File: src/hdl/bk_pkg.sv
// Shared width default, ALU opcode enum, propagate-generate pair
// and the request, flag and response structs
package bk_pkg;

    // Default operand width, taken up by the top level
    localparam int bk_width = 8;

    // ALU opcodes
    // Subtract forms invert b before the adder
    typedef enum logic [1:0] {
        OP_ADD = 2'b00,
        OP_ADC = 2'b01,
        OP_SUB = 2'b10,
        OP_SBB = 2'b11
    } alu_op_e;

    // One request into the operand stage
    // cin is carry for ADC and borrow for SBB
    typedef struct packed {
        alu_op_e               op;
        logic [bk_width-1:0]   a;
        logic [bk_width-1:0]   b;
        logic                  cin;
    } alu_req_t;

    // Group generate and propagate for one prefix-tree node
    typedef struct packed {
        logic g;
        logic p;
    } bk_pg_t;

    // Status flags of one result
    typedef struct packed {
        logic carry;   // Carry out on add, borrow on subtract
        logic zero;    // Result is all zeros
        logic neg;     // Top bit of the result
        logic ovf;     // Signed overflow
    } alu_flags_t;

    // One response out of the result stage
    typedef struct packed {
        logic [bk_width-1:0]   result;
        alu_flags_t            flags;
    } alu_rsp_t;

endpackage

File: src/hdl/bk_prefix_tree.sv
// Generic Brent-Kung carry tree over bit propagate and generate
// Up-sweep builds aligned groups, down-sweep completes the rest
`timescale 1ns/100ps

module bk_prefix_tree #(
    parameter int WIDTH = 8
) (
    input  logic [WIDTH-1:0] p,
    input  logic [WIDTH-1:0] g,
    input  logic             cin,
    output logic [WIDTH-1:0] c,
    output logic             cout
);

    // Number of up-sweep merge levels
    localparam int LEVELS = $clog2(WIDTH);

    // Full prefix ending at each bit, bit 0 upwards
    bk_pkg::bk_pg_t [WIDTH-1:0] pre;

    // Tree shape relies on power-of-two spans
    if ((WIDTH < 8) || ((WIDTH & (WIDTH - 1)) != 0)) begin : g_width_chk
        $error("bk_prefix_tree: WIDTH must be a power of two of at least 8");
    end

    // Merge of an upper group with the adjacent lower group
    function automatic bk_pkg::bk_pg_t pg_merge(
        input bk_pkg::bk_pg_t hi,
        input bk_pkg::bk_pg_t lo
    );
        bk_pkg::bk_pg_t res;
        res.g = hi.g | (hi.p & lo.g);
        res.p = hi.p & lo.p;
        return res;
    endfunction

    // Up-sweep
    // Level l merges pairs at distance 2**(l-1)
    // Bit i is merged when i+1 is a multiple of 2**l
    // Afterwards bit i spans the lowest set bit of i+1
    for (genvar l = 0; l <= LEVELS; l++) begin : g_up
        bk_pkg::bk_pg_t [WIDTH-1:0] node;

        for (genvar i = 0; i < WIDTH; i++) begin : g_bit
            if (l == 0) begin : g_leaf
                // Leaves are the raw bit pairs
                assign node[i] = '{g: g[i], p: p[i]};
            end else if (((i + 1) % (1 << l)) == 0) begin : g_merge
                assign node[i] = pg_merge(g_up[l-1].node[i],
                                          g_up[l-1].node[i - (1 << (l - 1))]);
            end else begin : g_pass
                assign node[i] = g_up[l-1].node[i];
            end
        end
    end

    // Down-sweep
    // Level 0 copies the up-sweep result
    // Level k fills bits whose group is DIST wide, from the prefix just below
    // DIST runs WIDTH/4, WIDTH/8 ... 1
    for (genvar k = 0; k < LEVELS; k++) begin : g_dn
        localparam int DIST = WIDTH >> (k + 1);

        bk_pkg::bk_pg_t [WIDTH-1:0] node;

        for (genvar i = 0; i < WIDTH; i++) begin : g_bit
            if (k == 0) begin : g_seed
                assign node[i] = g_up[LEVELS].node[i];
            end else if ((((i + 1) % (2 * DIST)) == DIST) && (i >= 2 * DIST)) begin : g_fill
                // Bit i-DIST already holds a full prefix at this point
                assign node[i] = pg_merge(g_dn[k-1].node[i], g_dn[k-1].node[i - DIST]);
            end else begin : g_pass
                assign node[i] = g_dn[k-1].node[i];
            end
        end
    end

    assign pre = g_dn[LEVELS-1].node;

    // Carry into bit 0 is the external carry
    assign c[0] = cin;

    // Carry into bit i comes from the prefix over bits 0..i-1 plus cin
    for (genvar i = 1; i < WIDTH; i++) begin : g_carry
        assign c[i] = pre[i-1].g | (pre[i-1].p & cin);
    end

    // Carry out from the full-width group
    assign cout = pre[WIDTH-1].g | (pre[WIDTH-1].p & cin);

endmodule

File: src/hdl/bk_adder.sv
// Combinational Brent-Kung adder
// Bit propagate/generate, prefix carries and sum bits
`timescale 1ns/100ps

module bk_adder #(
    parameter int WIDTH = 8
) (
    input  logic [WIDTH-1:0] a,
    input  logic [WIDTH-1:0] b,
    input  logic             cin,
    output logic [WIDTH-1:0] sum,
    output logic             cout
);

    // Bit propagate and generate
    logic [WIDTH-1:0] p;
    logic [WIDTH-1:0] g;

    // Carry into each bit position
    logic [WIDTH-1:0] c;

    // Half-adder terms per bit
    assign p = a ^ b;
    assign g = a & b;

    // All carries in log depth
    bk_prefix_tree #(
        .WIDTH (WIDTH)
    ) u_tree (
        .p    (p),
        .g    (g),
        .cin  (cin),
        .c    (c),
        .cout (cout)
    );

    // Sum bit is propagate xor incoming carry
    assign sum = p ^ c;

endmodule

File: src/hdl/alu_operand_stage.sv
// ALU operand stage
// Request register plus operand and carry-in conditioning for the adder
`timescale 1ns/100ps

module alu_operand_stage #(
    parameter int WIDTH = bk_pkg::bk_width
) (
    input  logic             clk,
    input  logic             rst_n,
    input  logic             in_valid,
    input  bk_pkg::alu_req_t req,
    output logic [WIDTH-1:0] op_a,
    output logic [WIDTH-1:0] op_b,
    output logic             carry_in,
    output logic             stage_valid,
    output bk_pkg::alu_op_e  stage_op
);

    // Held request, loaded on each strobe
    bk_pkg::alu_req_t req_q;

    // Valid bit of the held request
    always_ff @(posedge clk or negedge rst_n) begin
        if (!rst_n) begin
            stage_valid <= 1'b0;
        end else begin
            stage_valid <= in_valid;
        end
    end

    // Payload only loads with a strobe
    always_ff @(posedge clk) begin
        if (in_valid) begin
            req_q <= req;
        end
    end

    assign stage_op = req_q.op;
    assign op_a     = req_q.a;

    // Subtract is a + ~b + 1
    // SBB drops the +1 when a borrow comes in
    always_comb begin
        op_b     = req_q.b;
        carry_in = 1'b0;
        case (req_q.op)
            bk_pkg::OP_ADD: begin
                carry_in = 1'b0;
            end
            bk_pkg::OP_ADC: begin
                carry_in = req_q.cin;
            end
            bk_pkg::OP_SUB: begin
                op_b     = ~req_q.b;
                carry_in = 1'b1;
            end
            bk_pkg::OP_SBB: begin
                op_b     = ~req_q.b;
                carry_in = ~req_q.cin;
            end
            default: begin
                op_b     = req_q.b;
                carry_in = 1'b0;
            end
        endcase
    end

    // An accepted request must carry a known opcode
    a_req_op_known: assert property (@(posedge clk) disable iff (!rst_n)
        in_valid |-> !$isunknown(req.op));

endmodule

File: src/hdl/alu_result_stage.sv
// ALU result stage
// Flag derivation from the adder outputs and the response register
`timescale 1ns/100ps

module alu_result_stage #(
    parameter int WIDTH = bk_pkg::bk_width
) (
    input  logic             clk,
    input  logic             rst_n,
    input  logic             stage_valid,
    input  bk_pkg::alu_op_e  stage_op,
    input  logic             op_a_msb,
    input  logic             op_b_msb,
    input  logic [WIDTH-1:0] sum,
    input  logic             cout,
    output logic             out_valid,
    output bk_pkg::alu_rsp_t rsp
);

    // Flags of the current adder result
    bk_pkg::alu_flags_t flags_d;

    // Subtract forms report borrow, not carry
    logic is_sub;

    assign is_sub = (stage_op == bk_pkg::OP_SUB) || (stage_op == bk_pkg::OP_SBB);

    always_comb begin
        // Borrow is the inverse of the adder carry out
        flags_d.carry = is_sub ? ~cout : cout;
        flags_d.zero  = (sum == '0);
        flags_d.neg   = sum[WIDTH-1];
        // Sign bits seen by the adder, so b is already inverted on subtract
        flags_d.ovf   = (op_a_msb == op_b_msb) && (sum[WIDTH-1] != op_a_msb);
    end

    // Response register
    // Held between pulses, overwritten by the next result
    always_ff @(posedge clk or negedge rst_n) begin
        if (!rst_n) begin
            out_valid <= 1'b0;
            rsp       <= '0;
        end else begin
            out_valid <= stage_valid;
            if (stage_valid) begin
                rsp.result <= sum;
                rsp.flags  <= flags_d;
            end
        end
    end

    // Each valid stage gives one pulse in the next cycle
    a_out_follows: assert property (@(posedge clk) disable iff (!rst_n)
        stage_valid |=> out_valid);

    // No pulse without a valid stage the cycle before
    a_no_spurious: assert property (@(posedge clk) disable iff (!rst_n)
        !stage_valid |=> !out_valid);

    // Zero flag agrees with the registered result
    a_zero_flag: assert property (@(posedge clk) disable iff (!rst_n)
        (out_valid && rsp.flags.zero) |-> (rsp.result == '0));

endmodule

File: src/hdl/bk_alu_top.sv
// Two-stage ALU top level
// Operand stage, Brent-Kung adder and result stage
`timescale 1ns/100ps

module bk_alu_top #(
    parameter int WIDTH = bk_pkg::bk_width
) (
    input  logic             clk,
    input  logic             rst_n,
    input  logic             in_valid,
    input  bk_pkg::alu_req_t req,
    output logic             out_valid,
    output bk_pkg::alu_rsp_t rsp
);

    // Request and response structs are sized by the package width
    if (WIDTH != bk_pkg::bk_width) begin : g_width_chk
        $error("bk_alu_top: WIDTH must equal bk_pkg::bk_width");
    end

    // Conditioned operands into the adder
    logic [WIDTH-1:0] op_a;
    logic [WIDTH-1:0] op_b;
    logic             carry_in;

    // Operand stage status towards the result stage
    logic             stage_valid;
    bk_pkg::alu_op_e  stage_op;

    // Adder outputs
    logic [WIDTH-1:0] sum;
    logic             cout;

    alu_operand_stage #(
        .WIDTH (WIDTH)
    ) u_operand (
        .clk         (clk),
        .rst_n       (rst_n),
        .in_valid    (in_valid),
        .req         (req),
        .op_a        (op_a),
        .op_b        (op_b),
        .carry_in    (carry_in),
        .stage_valid (stage_valid),
        .stage_op    (stage_op)
    );

    bk_adder #(
        .WIDTH (WIDTH)
    ) u_adder (
        .a    (op_a),
        .b    (op_b),
        .cin  (carry_in),
        .sum  (sum),
        .cout (cout)
    );

    // Sign bits go over after b conditioning
    alu_result_stage #(
        .WIDTH (WIDTH)
    ) u_result (
        .clk         (clk),
        .rst_n       (rst_n),
        .stage_valid (stage_valid),
        .stage_op    (stage_op),
        .op_a_msb    (op_a[WIDTH-1]),
        .op_b_msb    (op_b[WIDTH-1]),
        .sum         (sum),
        .cout        (cout),
        .out_valid   (out_valid),
        .rsp         (rsp)
    );

endmodule

File: config.mk
export PLATFORM = sky130hd
export DESIGN_NAME = bk_alu_top
export DESIGN_NICKNAME = d
export VERILOG_FILES = /design/src/hdl/bk_pkg.sv /design/src/hdl/bk_prefix_tree.sv /design/src/hdl/bk_adder.sv /design/src/hdl/alu_operand_stage.sv /design/src/hdl/alu_result_stage.sv /design/src/hdl/bk_alu_top.sv
export SDC_FILE = /design/constraint.sdc
export NUM_CORES = 1
export LEC_CHECK = 0
export BUFFER_PORTS_ARGS = -buffer_cell sky130_fd_sc_hd__buf_2
export CORE_MARGIN = 10
export CORE_UTILIZATION = 48
export DETAILED_ROUTE_END_ITERATION = 12
export PLACE_DENSITY = 0.82
export SYNTH_ARGS = -nofsm -noshare
export SYNTH_HDL_FRONTEND = slang
export SYNTH_SLANG_ARGS = --single-unit
File: constraint.sdc
create_clock -name clk -period 2.3 [get_ports clk]
set_clock_uncertainty 0.2 [all_clocks]
set_input_delay 0.69 -clock clk [delete_from_list [all_inputs] [get_ports clk]]
set_output_delay 0.69 -clock clk [all_outputs]
set_load 0.03 [all_outputs]
Word level (Yosys, flattened, before mapping)
Index checks and enable logic that the tools add are counted.
{"block": "classes", "eq_ne": 5, "muxes": 3, "bitwise": 55, "reduce_logical": 5}
{"op": "1-bit AND", "n": 30}
{"op": "1-bit OR", "n": 19}
{"op": "8-bit XOR", "n": 2}
{"op": "8-bit AND", "n": 1}
{"op": "8-bit logical NOT", "n": 1}
{"op": "8-bit 2-to-1 mux", "n": 1}
{"op": "8-bit NOT", "n": 1}
{"op": "2-bit equality test (second input constant)", "n": 2}
{"op": "1-bit case mux with 4 select lines", "n": 1}
{"op": "2-bit by 1-bit equality test with 1-bit output (second input constant)", "n": 1}
{"op": "2-bit logical NOT", "n": 1}
{"op": "1-bit NOT", "n": 2}
{"op": "2-bit OR reduction", "n": 1}
{"op": "1-bit equality test", "n": 1}
{"op": "1-bit logical AND", "n": 1}
{"op": "1-bit logical OR", "n": 1}
{"op": "1-bit 2-to-1 mux", "n": 1}
{"op": "1-bit != test", "n": 1}
{"block": "totals", "reg_bits": 33, "inputBits": 22, "out_inout_bits": 13, "elab_cells": 79}

Longest topological paths before layout
Gate-level depths: netlist of run 1.
{"block": "depth", "word_depth": 16, "mapped_depth": 9, "ltp_nobuf": 8}

Hierarchy
Synthesis of run 1 repeated with hierarchy kept, for this count alone.
{"block": "unflattened", "cells_unflattened": 106, "area_unflattened_um2": 1541.5}
{"module": "alu_operand_stage", "instances": 1, "cells_each": 41, "area_each_um2": 764.5, "seq_area_each_um2": 595.6}
{"module": "alu_result_stage", "instances": 1, "cells_each": 34, "area_each_um2": 486.7, "seq_area_each_um2": 300.3}
{"module": "bk_adder", "instances": 1, "cells_each": 16, "area_each_um2": 170.2, "seq_area_each_um2": 0.0}
{"module": "bk_prefix_tree", "instances": 1, "cells_each": 15, "area_each_um2": 120.1, "seq_area_each_um2": 0.0}

Worst setup path after synthesis of run 1
Ideal clock, no wire load.
{"block": "synth_path", "path_type": "flip-flop to flip-flop", "from": "reg u_operand.req_q (netlist bit u_operand.stage_op[1])", "to": "reg u_result.rsp[2] (netlist name)", "setup_ns": 0.104, "arrival_ns": 2.179, "required_ns": 1.996, "setup_slack_ns": -0.182, "path_stages_with_launch": 10, "path_buffers": 1, "period_less_slack_ns": 2.482, "cell_sequence": "edfxtp_1 buf_6 xor2_1 ha_1 a21oi_2 a2bb2oi_4 and3_4 a21oi_1 xor2_1 o41ai_2"}
{"block": "synth_between", "elab_chain_cells": 15, "elab_cells_between_ends": 49, "cone_classes": "eq/ne: 3; mux: 2; bitwise: 41; reduce/logical: 3"}
{"item": "start: declaration", "line_no": "alu_operand_stage.sv:20", "source": "bk_pkg::alu_req_t req_q;"}
{"item": "start signal: assignment", "line_no": "alu_operand_stage.sv:34", "source": "req_q <= req;"}
{"item": "2-bit equality test", "line_no": "alu_operand_stage.sv:46", "source": "case (req_q.op)"}
{"item": "2-bit OR reduction (no line)"}
{"item": "8-bit 2-to-1 mux"}
{"item": "8-bit XOR or 8-bit AND (tied branches)", "line_no": "bk_adder.sv:23, bk_adder.sv:24"}
{"item": "1-bit AND", "line_no": "bk_prefix_tree.sv:32", "source": "res.g = hi.g | (hi.p & lo.g);"}
{"item": "1-bit OR", "line_no": "bk_prefix_tree.sv:32"}
{"item": "1-bit AND", "line_no": "bk_prefix_tree.sv:32"}
{"item": "1-bit OR", "line_no": "bk_prefix_tree.sv:32"}
{"item": "1-bit AND", "line_no": "bk_prefix_tree.sv:32"}
{"item": "1-bit OR", "line_no": "bk_prefix_tree.sv:32"}
{"item": "1-bit AND", "line_no": "bk_prefix_tree.sv:32"}
{"item": "1-bit OR", "line_no": "bk_prefix_tree.sv:32"}
{"item": "1-bit OR", "line_no": "bk_prefix_tree.sv:85", "source": "assign c[i] = pre[i-1].g | (pre[i-1].p & cin);"}
{"item": "8-bit XOR *", "line_no": "bk_adder.sv:38", "source": "assign sum = p ^ c;"}
{"item": "8-bit logical NOT *", "line_no": "alu_result_stage.sv:31", "source": "flags_d.zero = (sum == '0);"}
Every way passes the cells marked *; elsewhere a longest branch is shown, timed or not.
A chain may end at the register's enable or synchronous reset.

Worst setup path in the final report of run 1
{"block": "layout_path", "from": "reg u_operand.req_q (netlist bit u_operand.stage_op[1])", "to": "reg u_result.rsp[3] (netlist name)"}
{"block": "layout_between", "elab_chain_cells": 13, "elab_cells_between_ends": 35, "cone_classes": "eq/ne: 3; mux: 3; bitwise: 26; reduce/logical: 3"}
{"item": "2-bit equality test", "line_no": "alu_operand_stage.sv:46, alu_result_stage.sv:26"}
{"item": "2-bit OR reduction (no line)"}
{"item": "8-bit 2-to-1 mux"}
{"item": "8-bit XOR or 8-bit AND (tied branches)", "line_no": "bk_adder.sv:23, bk_adder.sv:24"}
{"item": "1-bit AND", "line_no": "bk_prefix_tree.sv:32"}
{"item": "1-bit OR", "line_no": "bk_prefix_tree.sv:32"}
{"item": "1-bit AND", "line_no": "bk_prefix_tree.sv:32"}
{"item": "1-bit OR", "line_no": "bk_prefix_tree.sv:32"}
{"item": "1-bit AND", "line_no": "bk_prefix_tree.sv:32"}
{"item": "1-bit OR", "line_no": "bk_prefix_tree.sv:32"}
{"item": "1-bit OR", "line_no": "bk_prefix_tree.sv:89", "source": "assign cout = pre[WIDTH-1].g | (pre[WIDTH-1].p & cin);"}
{"item": "1-bit NOT", "line_no": "alu_result_stage.sv:30", "source": "flags_d.carry = is_sub ? ~cout : cout;"}
{"item": "1-bit 2-to-1 mux *", "line_no": "alu_result_stage.sv:30"}
Marked as above.

==> results of run 1 <==
cells by family after synthesis:
logic type | Yosys count | synth area share [%]
buf+inv | 9 | 2.806
compound gates | 20 | 12.55
flops | 32 | 55.81
simple gates | 22 | 8.886
xor+xnor | 16 | 8.729
mux | 5 | 3.741
fa+ha+maj | 9 | 7.483
report_power, final:
group          internal (uW)  switching, uW  leakage, uW
clock                    112            186    0.0000324
combinational            405            470     0.000583
sequential               711           57.9     0.000343
worst min-delay path by stage:
stage | depth (start not counted) | endpoint | startpoint
final | 1 | u_result.out_valid | rst_n
after detailed placement | 2 | u_result.rsp[2] | u_result.rsp[2]
after CTS | 1 | u_result.out_valid | rst_n
after floorplan | 0 | u_result.out_valid | u_operand.stage_valid
after global placement | 2 | u_result.rsp[5] | u_result.rsp[5]
after global routing | 1 | u_result.out_valid | rst_n
registers in the layout (all words and copies together) (netlist names):
signal	cells
u_operand.stage_op	2
u_result.rsp	11
u_result.out_valid	1
u_operand.stage_valid	1
u_operand.op_a	8
u_operand.req_q	9
worst reg2reg max path: cells and delay by family (launching register included):
family	cells	cell delay, ns
AOI/OAI and AO/OA	2	0.41
xor gates and xnor gates	2	0.33
adders and majority gates	1	0.30
buffers and inverters	1	0.16
DFF	1	0.43
muxes	1	0.26
and+or+nand+nor	2	0.34
area by class of cell:
class / count / area [um2] / share of cell area, %
Clock inverter: 3 / 13.76 / 0.6366
Clock buffer: 5 / 37.54 / 1.736
Inverter: 6 / 22.52 / 1.042
Timing Repair Buffer: 61 / 387.9 / 17.94
Multi-Input combinational cell: 72 / 749.5 / 34.66
Tap cell: 44 / 55.05 / 2.546
Sequential cell: 32 / 895.9 / 41.44
cell usage in the layout (no fill, tap or decap), types with 2 or more instances in the layout:
cell type  instances
inv_1              6
buf_6              4
clkbuf_4           5
mux2_4             2
a21oi_4            2
edfxtp_1          19
nand2_1            6
nand4_1            2
dfrtp_1           13
xor2_2             2
xnor2_1            4
buf_2             34
buf_4             23
nor2_1             2
o21ai_0            2
xor2_1             9
mux2_2             3
ha_1               7
clkinv_2           2
o21bai_1           2
metal layers:
layer	vias up	track usage [%]	routed length, um
met5	-	0	0
met4	0	5.839	92
met3	10	4.954	218
met2	31	17.50	1717
met1	498	10.98	1364
li1	540	-	-
stage by stage:
stage               hold WS [ns]  worst slack [ns]  TNS (ns)  utilization (%)  instance area (um2)
floorplan                 0.1519           -0.1776   -0.7583                -                 1615
global placement          0.2614           -0.1684   -0.9302            62.92                 1968
detailed placement        0.2651           -0.2554    -1.366            62.92                 1968
CTS                      0.03710           -0.2407    -1.466            64.80                 2027
global route             0.03205           -0.3572    -1.946            69.12                 2162
finish                   0.02733           -0.2365    -1.151            69.12                 2162
repair_timing:
action / CTS / global route
setup buffers: 1 / 6
setup endpoints to repair: 8 / 8
pin swaps: 5 / 10
resized for setup: 0 / 15
==> results.ini, run 1 <==
[sta]
layout_setup_ws_ns = -0.2365
worst_pin_slew_ns = 0.4472
setup_viol = 8
fin_crit_sh_pct = 110.3
grt_setup_unrepaired = true
finalMaxSlewViolations = 0
relSlewSlack_pct = 70.19
fmax_mhz = 394.3
period_minus_slack_ns = 2.536
hold_violations = 0

[worst_setup_path]
critPathCaptureType = register
critPathSlowestCell = edfxtp_1
worstReg2RegStart = u_operand.stage_op[1]
crit_chain = buf_6 > xor2_1 > ha_1 > and4_4 > o21ai_4 > nand4_4 > a311oi_2 > xnor2_1 > mux2_4
crit_arrival_ns = 2.56
reg2reg_to = u_result.rsp[3]
crit_start = u_operand.stage_op[1]
crit_fanout = 4
start_kind = register
cp_top_family = flip-flops
slowest_delay_ns = 0.43
crit_required_ns = 2.33
rrSetupSlack_ns = -0.24
critPathBufInv = 1
r2r_cells = 9
setup.worst_path.class = register to register
worstSetupPathDepth = 9
crit_end = u_result.rsp[3]

[clocking]
clock-sinks = 32
hold_buffers = 0
clkTransAtPathRegs_ns = 0.10
htreeDepth = 2
cts_root_buf = clkbuf_4
clk_path_buf_depth = 2
clock_latency_ns = 0.34
cts_tree = yes
cts_buffers = 5

[power]
p_leak_uw = 0.0009587
ir_drop_mv = 0.3962
power_density_nw_per_um2 = 897.8
finalPower_uw = 1941

[yosys]
ys_types = 41
synth_top_area_cell = edfxtp_1
ys_ff_latch = 32
syn-instance-count = 113
ys_seq_area_share_pct = 55.81
syn-cell-area_um2 = 1605
synthFlopType = edfxtp_1
avgSynthCellArea_um2 = 14.21
yosysMostFrequentCell = edfxtp_1
yosysTopAreaCellShare_pct = 35.54
synthArstFlopShare_pct = 40.63
syn_nets = 144
synth_edf_count = 19
ys_top_cells_by_area = edfxtp_1 36%, dfrtp_1 20%, xor2_1 6.5%
yosys_warnings = 0
ys_top_cells_by_count = 19 x edfxtp_1, 13 x dfrtp_1, 12 x xor2_1, 8 x ha_1, 7 x nand2_1

[hold_path]
hold_class = primary input to async pin

[global_route]
grt_pass1_wl_um = 5147
grt_usage_pct = 10.62
grt_overflow = 0
grt_pass1_vias = 1151
antenna_found_initial = 0
grt_max_degree = 21

[routing]
route.detailed.drc = 0
ant_nets = 0
via_per_inst = 4.839
routedWlPerCell_um = 15.21
routed_wl_um = 3392
drtIter0Drc = 42
drtPass1Iterations = 4
route.vias.total = 1079

[floorplan]
dieWidth_um = 77.83
num_io_pins = 35
rows = 20
dieArea_um2 = 6058
initial_core_util_pct = 51.32
die_y_um = 77.83
core_region_area_um2 = 3128

[cells_and_area]
nFillCells = 221
n_antenna_cell = 0
stdcell_count = 223
areaGrowthSynthToFinish_pct = 34.68
nets = 209
layout-drive-gt1-share_pct = 53.07

[flow_run]
maxCapViolCount = 0

[outcome]
status = complete, but fails checks
violations = negative setup slack

[placement]
dp_hpwl_um = 2405
gp_congestion = 0.8083
port_buffers = 34
dp_cells = 208

Power figures use the tool's default switching activity.
==> run 2, diff against run 1 <==
--- a/config.mk
+++ b/config.mk
@@ -10,6 +10,7 @@
 export CORE_UTILIZATION = 48
 export DETAILED_ROUTE_END_ITERATION = 12
 export PLACE_DENSITY = 0.82
+export SKIP_LAST_GASP = 1
 export SYNTH_ARGS = -nofsm -noshare
 export SYNTH_HDL_FRONTEND = slang
 export SYNTH_SLANG_ARGS = --single-unit
==> results.ini, run 2 (synthesis gave the netlist of run 1 again) <==
[routing]
drtPass1Iterations = 4
route.detailed.drc = 0
via_per_inst = 4.807
routed_wl_um = 3324
drtIter0Drc = 53
route.vias.total = 1072
ant_nets = 0
routedWlPerCell_um = 14.91

[clocking]
htreeDepth = 2
cts_buffers = 5
cts_tree = yes
cts_root_buf = clkbuf_4
clock-sinks = 32
clk_path_buf_depth = 2
clkTransAtPathRegs_ns = 0.10
clock_latency_ns = 0.34

[global_route]
grt_overflow = 0
grt_pass1_vias = 1151
grt_usage_pct = 10.62
grt_max_degree = 21
antenna_found_initial = 0
grt_pass1_wl_um = 5147

[floorplan]
rows = 20
initial_core_util_pct = 51.32
num_io_pins = 35
dieArea_um2 = 6058
dieWidth_um = 77.83
die_y_um = 77.83
core_region_area_um2 = 3128

[worst_setup_path]
rrSetupSlack_ns = -0.23
crit_fanout = 6
crit_arrival_ns = 2.55
r2r_cells = 9
worstReg2RegStart = u_operand.stage_op[1]
critPathCaptureType = register
start_kind = register
crit_end = u_result.rsp[3]
reg2reg_to = u_result.rsp[3]
crit_required_ns = 2.33
setup.worst_path.class = register to register
crit_start = u_operand.stage_op[1]

[power]
clkPwrFrac_pct = 15.4
p_leak_uw = 0.0009570
seq_power_share_pct = 39.8
comb_power_share_pct = 44.9
p_sw_share_pct = 36.68
internal-power_uw = 1224
power_density_nw_per_um2 = 897.1
switchingPower_uw = 709.1
ir_drop_mv = 0.3961

[hold_path]
hold_class = primary input to async pin

[cells_and_area]
largest-register = u_result.rsp
final_common_cell = buf_2
layout-drive-gt1-share_pct = 52.51
nFillCells = 222
largest_reg_flops = 11
areaGrowthSynthToFinish_pct = 34.22
final_core_util_pct = 68.88
layout_common_cells = 34 x buf_2, 24 x buf_4, 19 x edfxtp_1
nets = 209
fin_area_um2 = 2155
n_antenna_cell = 0

[sta]
whs_ns = 0.02931
setup_viol = 8
grt_setup_unrepaired = true
fin_crit_sh_pct = 109.9
hold_violations = 0
period_minus_slack_ns = 2.527
layout_setup_ws_ns = -0.2275
fmax_mhz = 395.7
finalMaxSlewViolations = 0
worst_pin_slew_ns = 0.4313
relSlewSlack_pct = 71.25

[outcome]
status = complete, but fails checks
violations = negative setup slack

[placement]
gp_congestion = 0.8083
dp_slack_ns = -0.2554
place_area_um2 = 1968
dp_hpwl_um = 2405
port_buffers = 34

[flow_run]
maxCapViolCount = 0

-- run 2: worst max-delay path, cell delays in order (launching register included) --
cell and delay [ns]:
edfxtp_1 0.43, buf_6 0.16, xor2_1 0.14, ha_1 0.35, and4_4 0.22, o21ai_4 0.09
nand4_4 0.13, a311oi_2 0.32, xnor2_1 0.12, mux2_4 0.26
-- run 2: timing repair --
item,4_1_cts,5_1_grt
endpoints found under the setup margin,8,8
setup buffers,1,6
pin swaps,5,10
gates resized for setup,0,13
hold buffers,0,0
-- run 2: layer usage --
metal / up-vias / part of all wire [%] / track usage [%]
met2: 31 / 50 / 17.50
met1: 489 / 40 / 10.98
li1: 540 / - / -
met5: - / 0 / 0
met3: 12 / 6.8 / 4.954
met4: 0 / 3.1 / 5.839
-- run 2: final cells by class --
type | instances | area (um2) | area share [%]
clock inverters | 3 | 13.76 | 0.6388
multi-input cells | 72 | 745.7 | 34.61
inverters | 6 | 22.52 | 1.045
repair buffers | 61 | 384.1 | 17.83
clock buffers | 5 | 37.54 | 1.742
flip-flops and latches | 32 | 895.9 | 41.58
well taps | 44 | 55.05 | 2.555
-- run 2: worst min path at each step --
stage                                startpoint            endpoint  slack, ns  cells after the start
after CTS                                 rst_n  u_result.out_valid       0.04                      1
final                                     rst_n  u_result.out_valid       0.03                      1
after detailed placement        u_result.rsp[2]     u_result.rsp[2]       0.27                      2
after floorplan           u_operand.stage_valid  u_result.out_valid       0.15                      0
after global routing                      rst_n  u_result.out_valid       0.03                      1
after global placement          u_result.rsp[5]     u_result.rsp[5]       0.26                      2
-- run 2: metrics by stage --
| step | TNS (ns) | power [uW] | std cells |
|---|---|---|---|
| global placement | -0.9302 | 1543 | 208 |
| finish | -1.156 | 1933 | 223 |
| floorplan | -0.7583 | 1300 | 113 |
| CTS | -1.466 | 1869 | 217 |
| detailed placement | -1.366 | 1568 | 208 |
| global route | -1.999 | 2051 | 223 |
-- run 2: power groups by stage --
stage | Sequential [uW] | Clock, uW | Combinational (uW)
floorplan | 910 | 0 | 390
global placement | 773 | 0 | 770
detailed placement | 780 | 0 | 788
CTS | 768 | 305 | 796
global route | 783 | 336 | 932
finish | 769 | 297 | 867
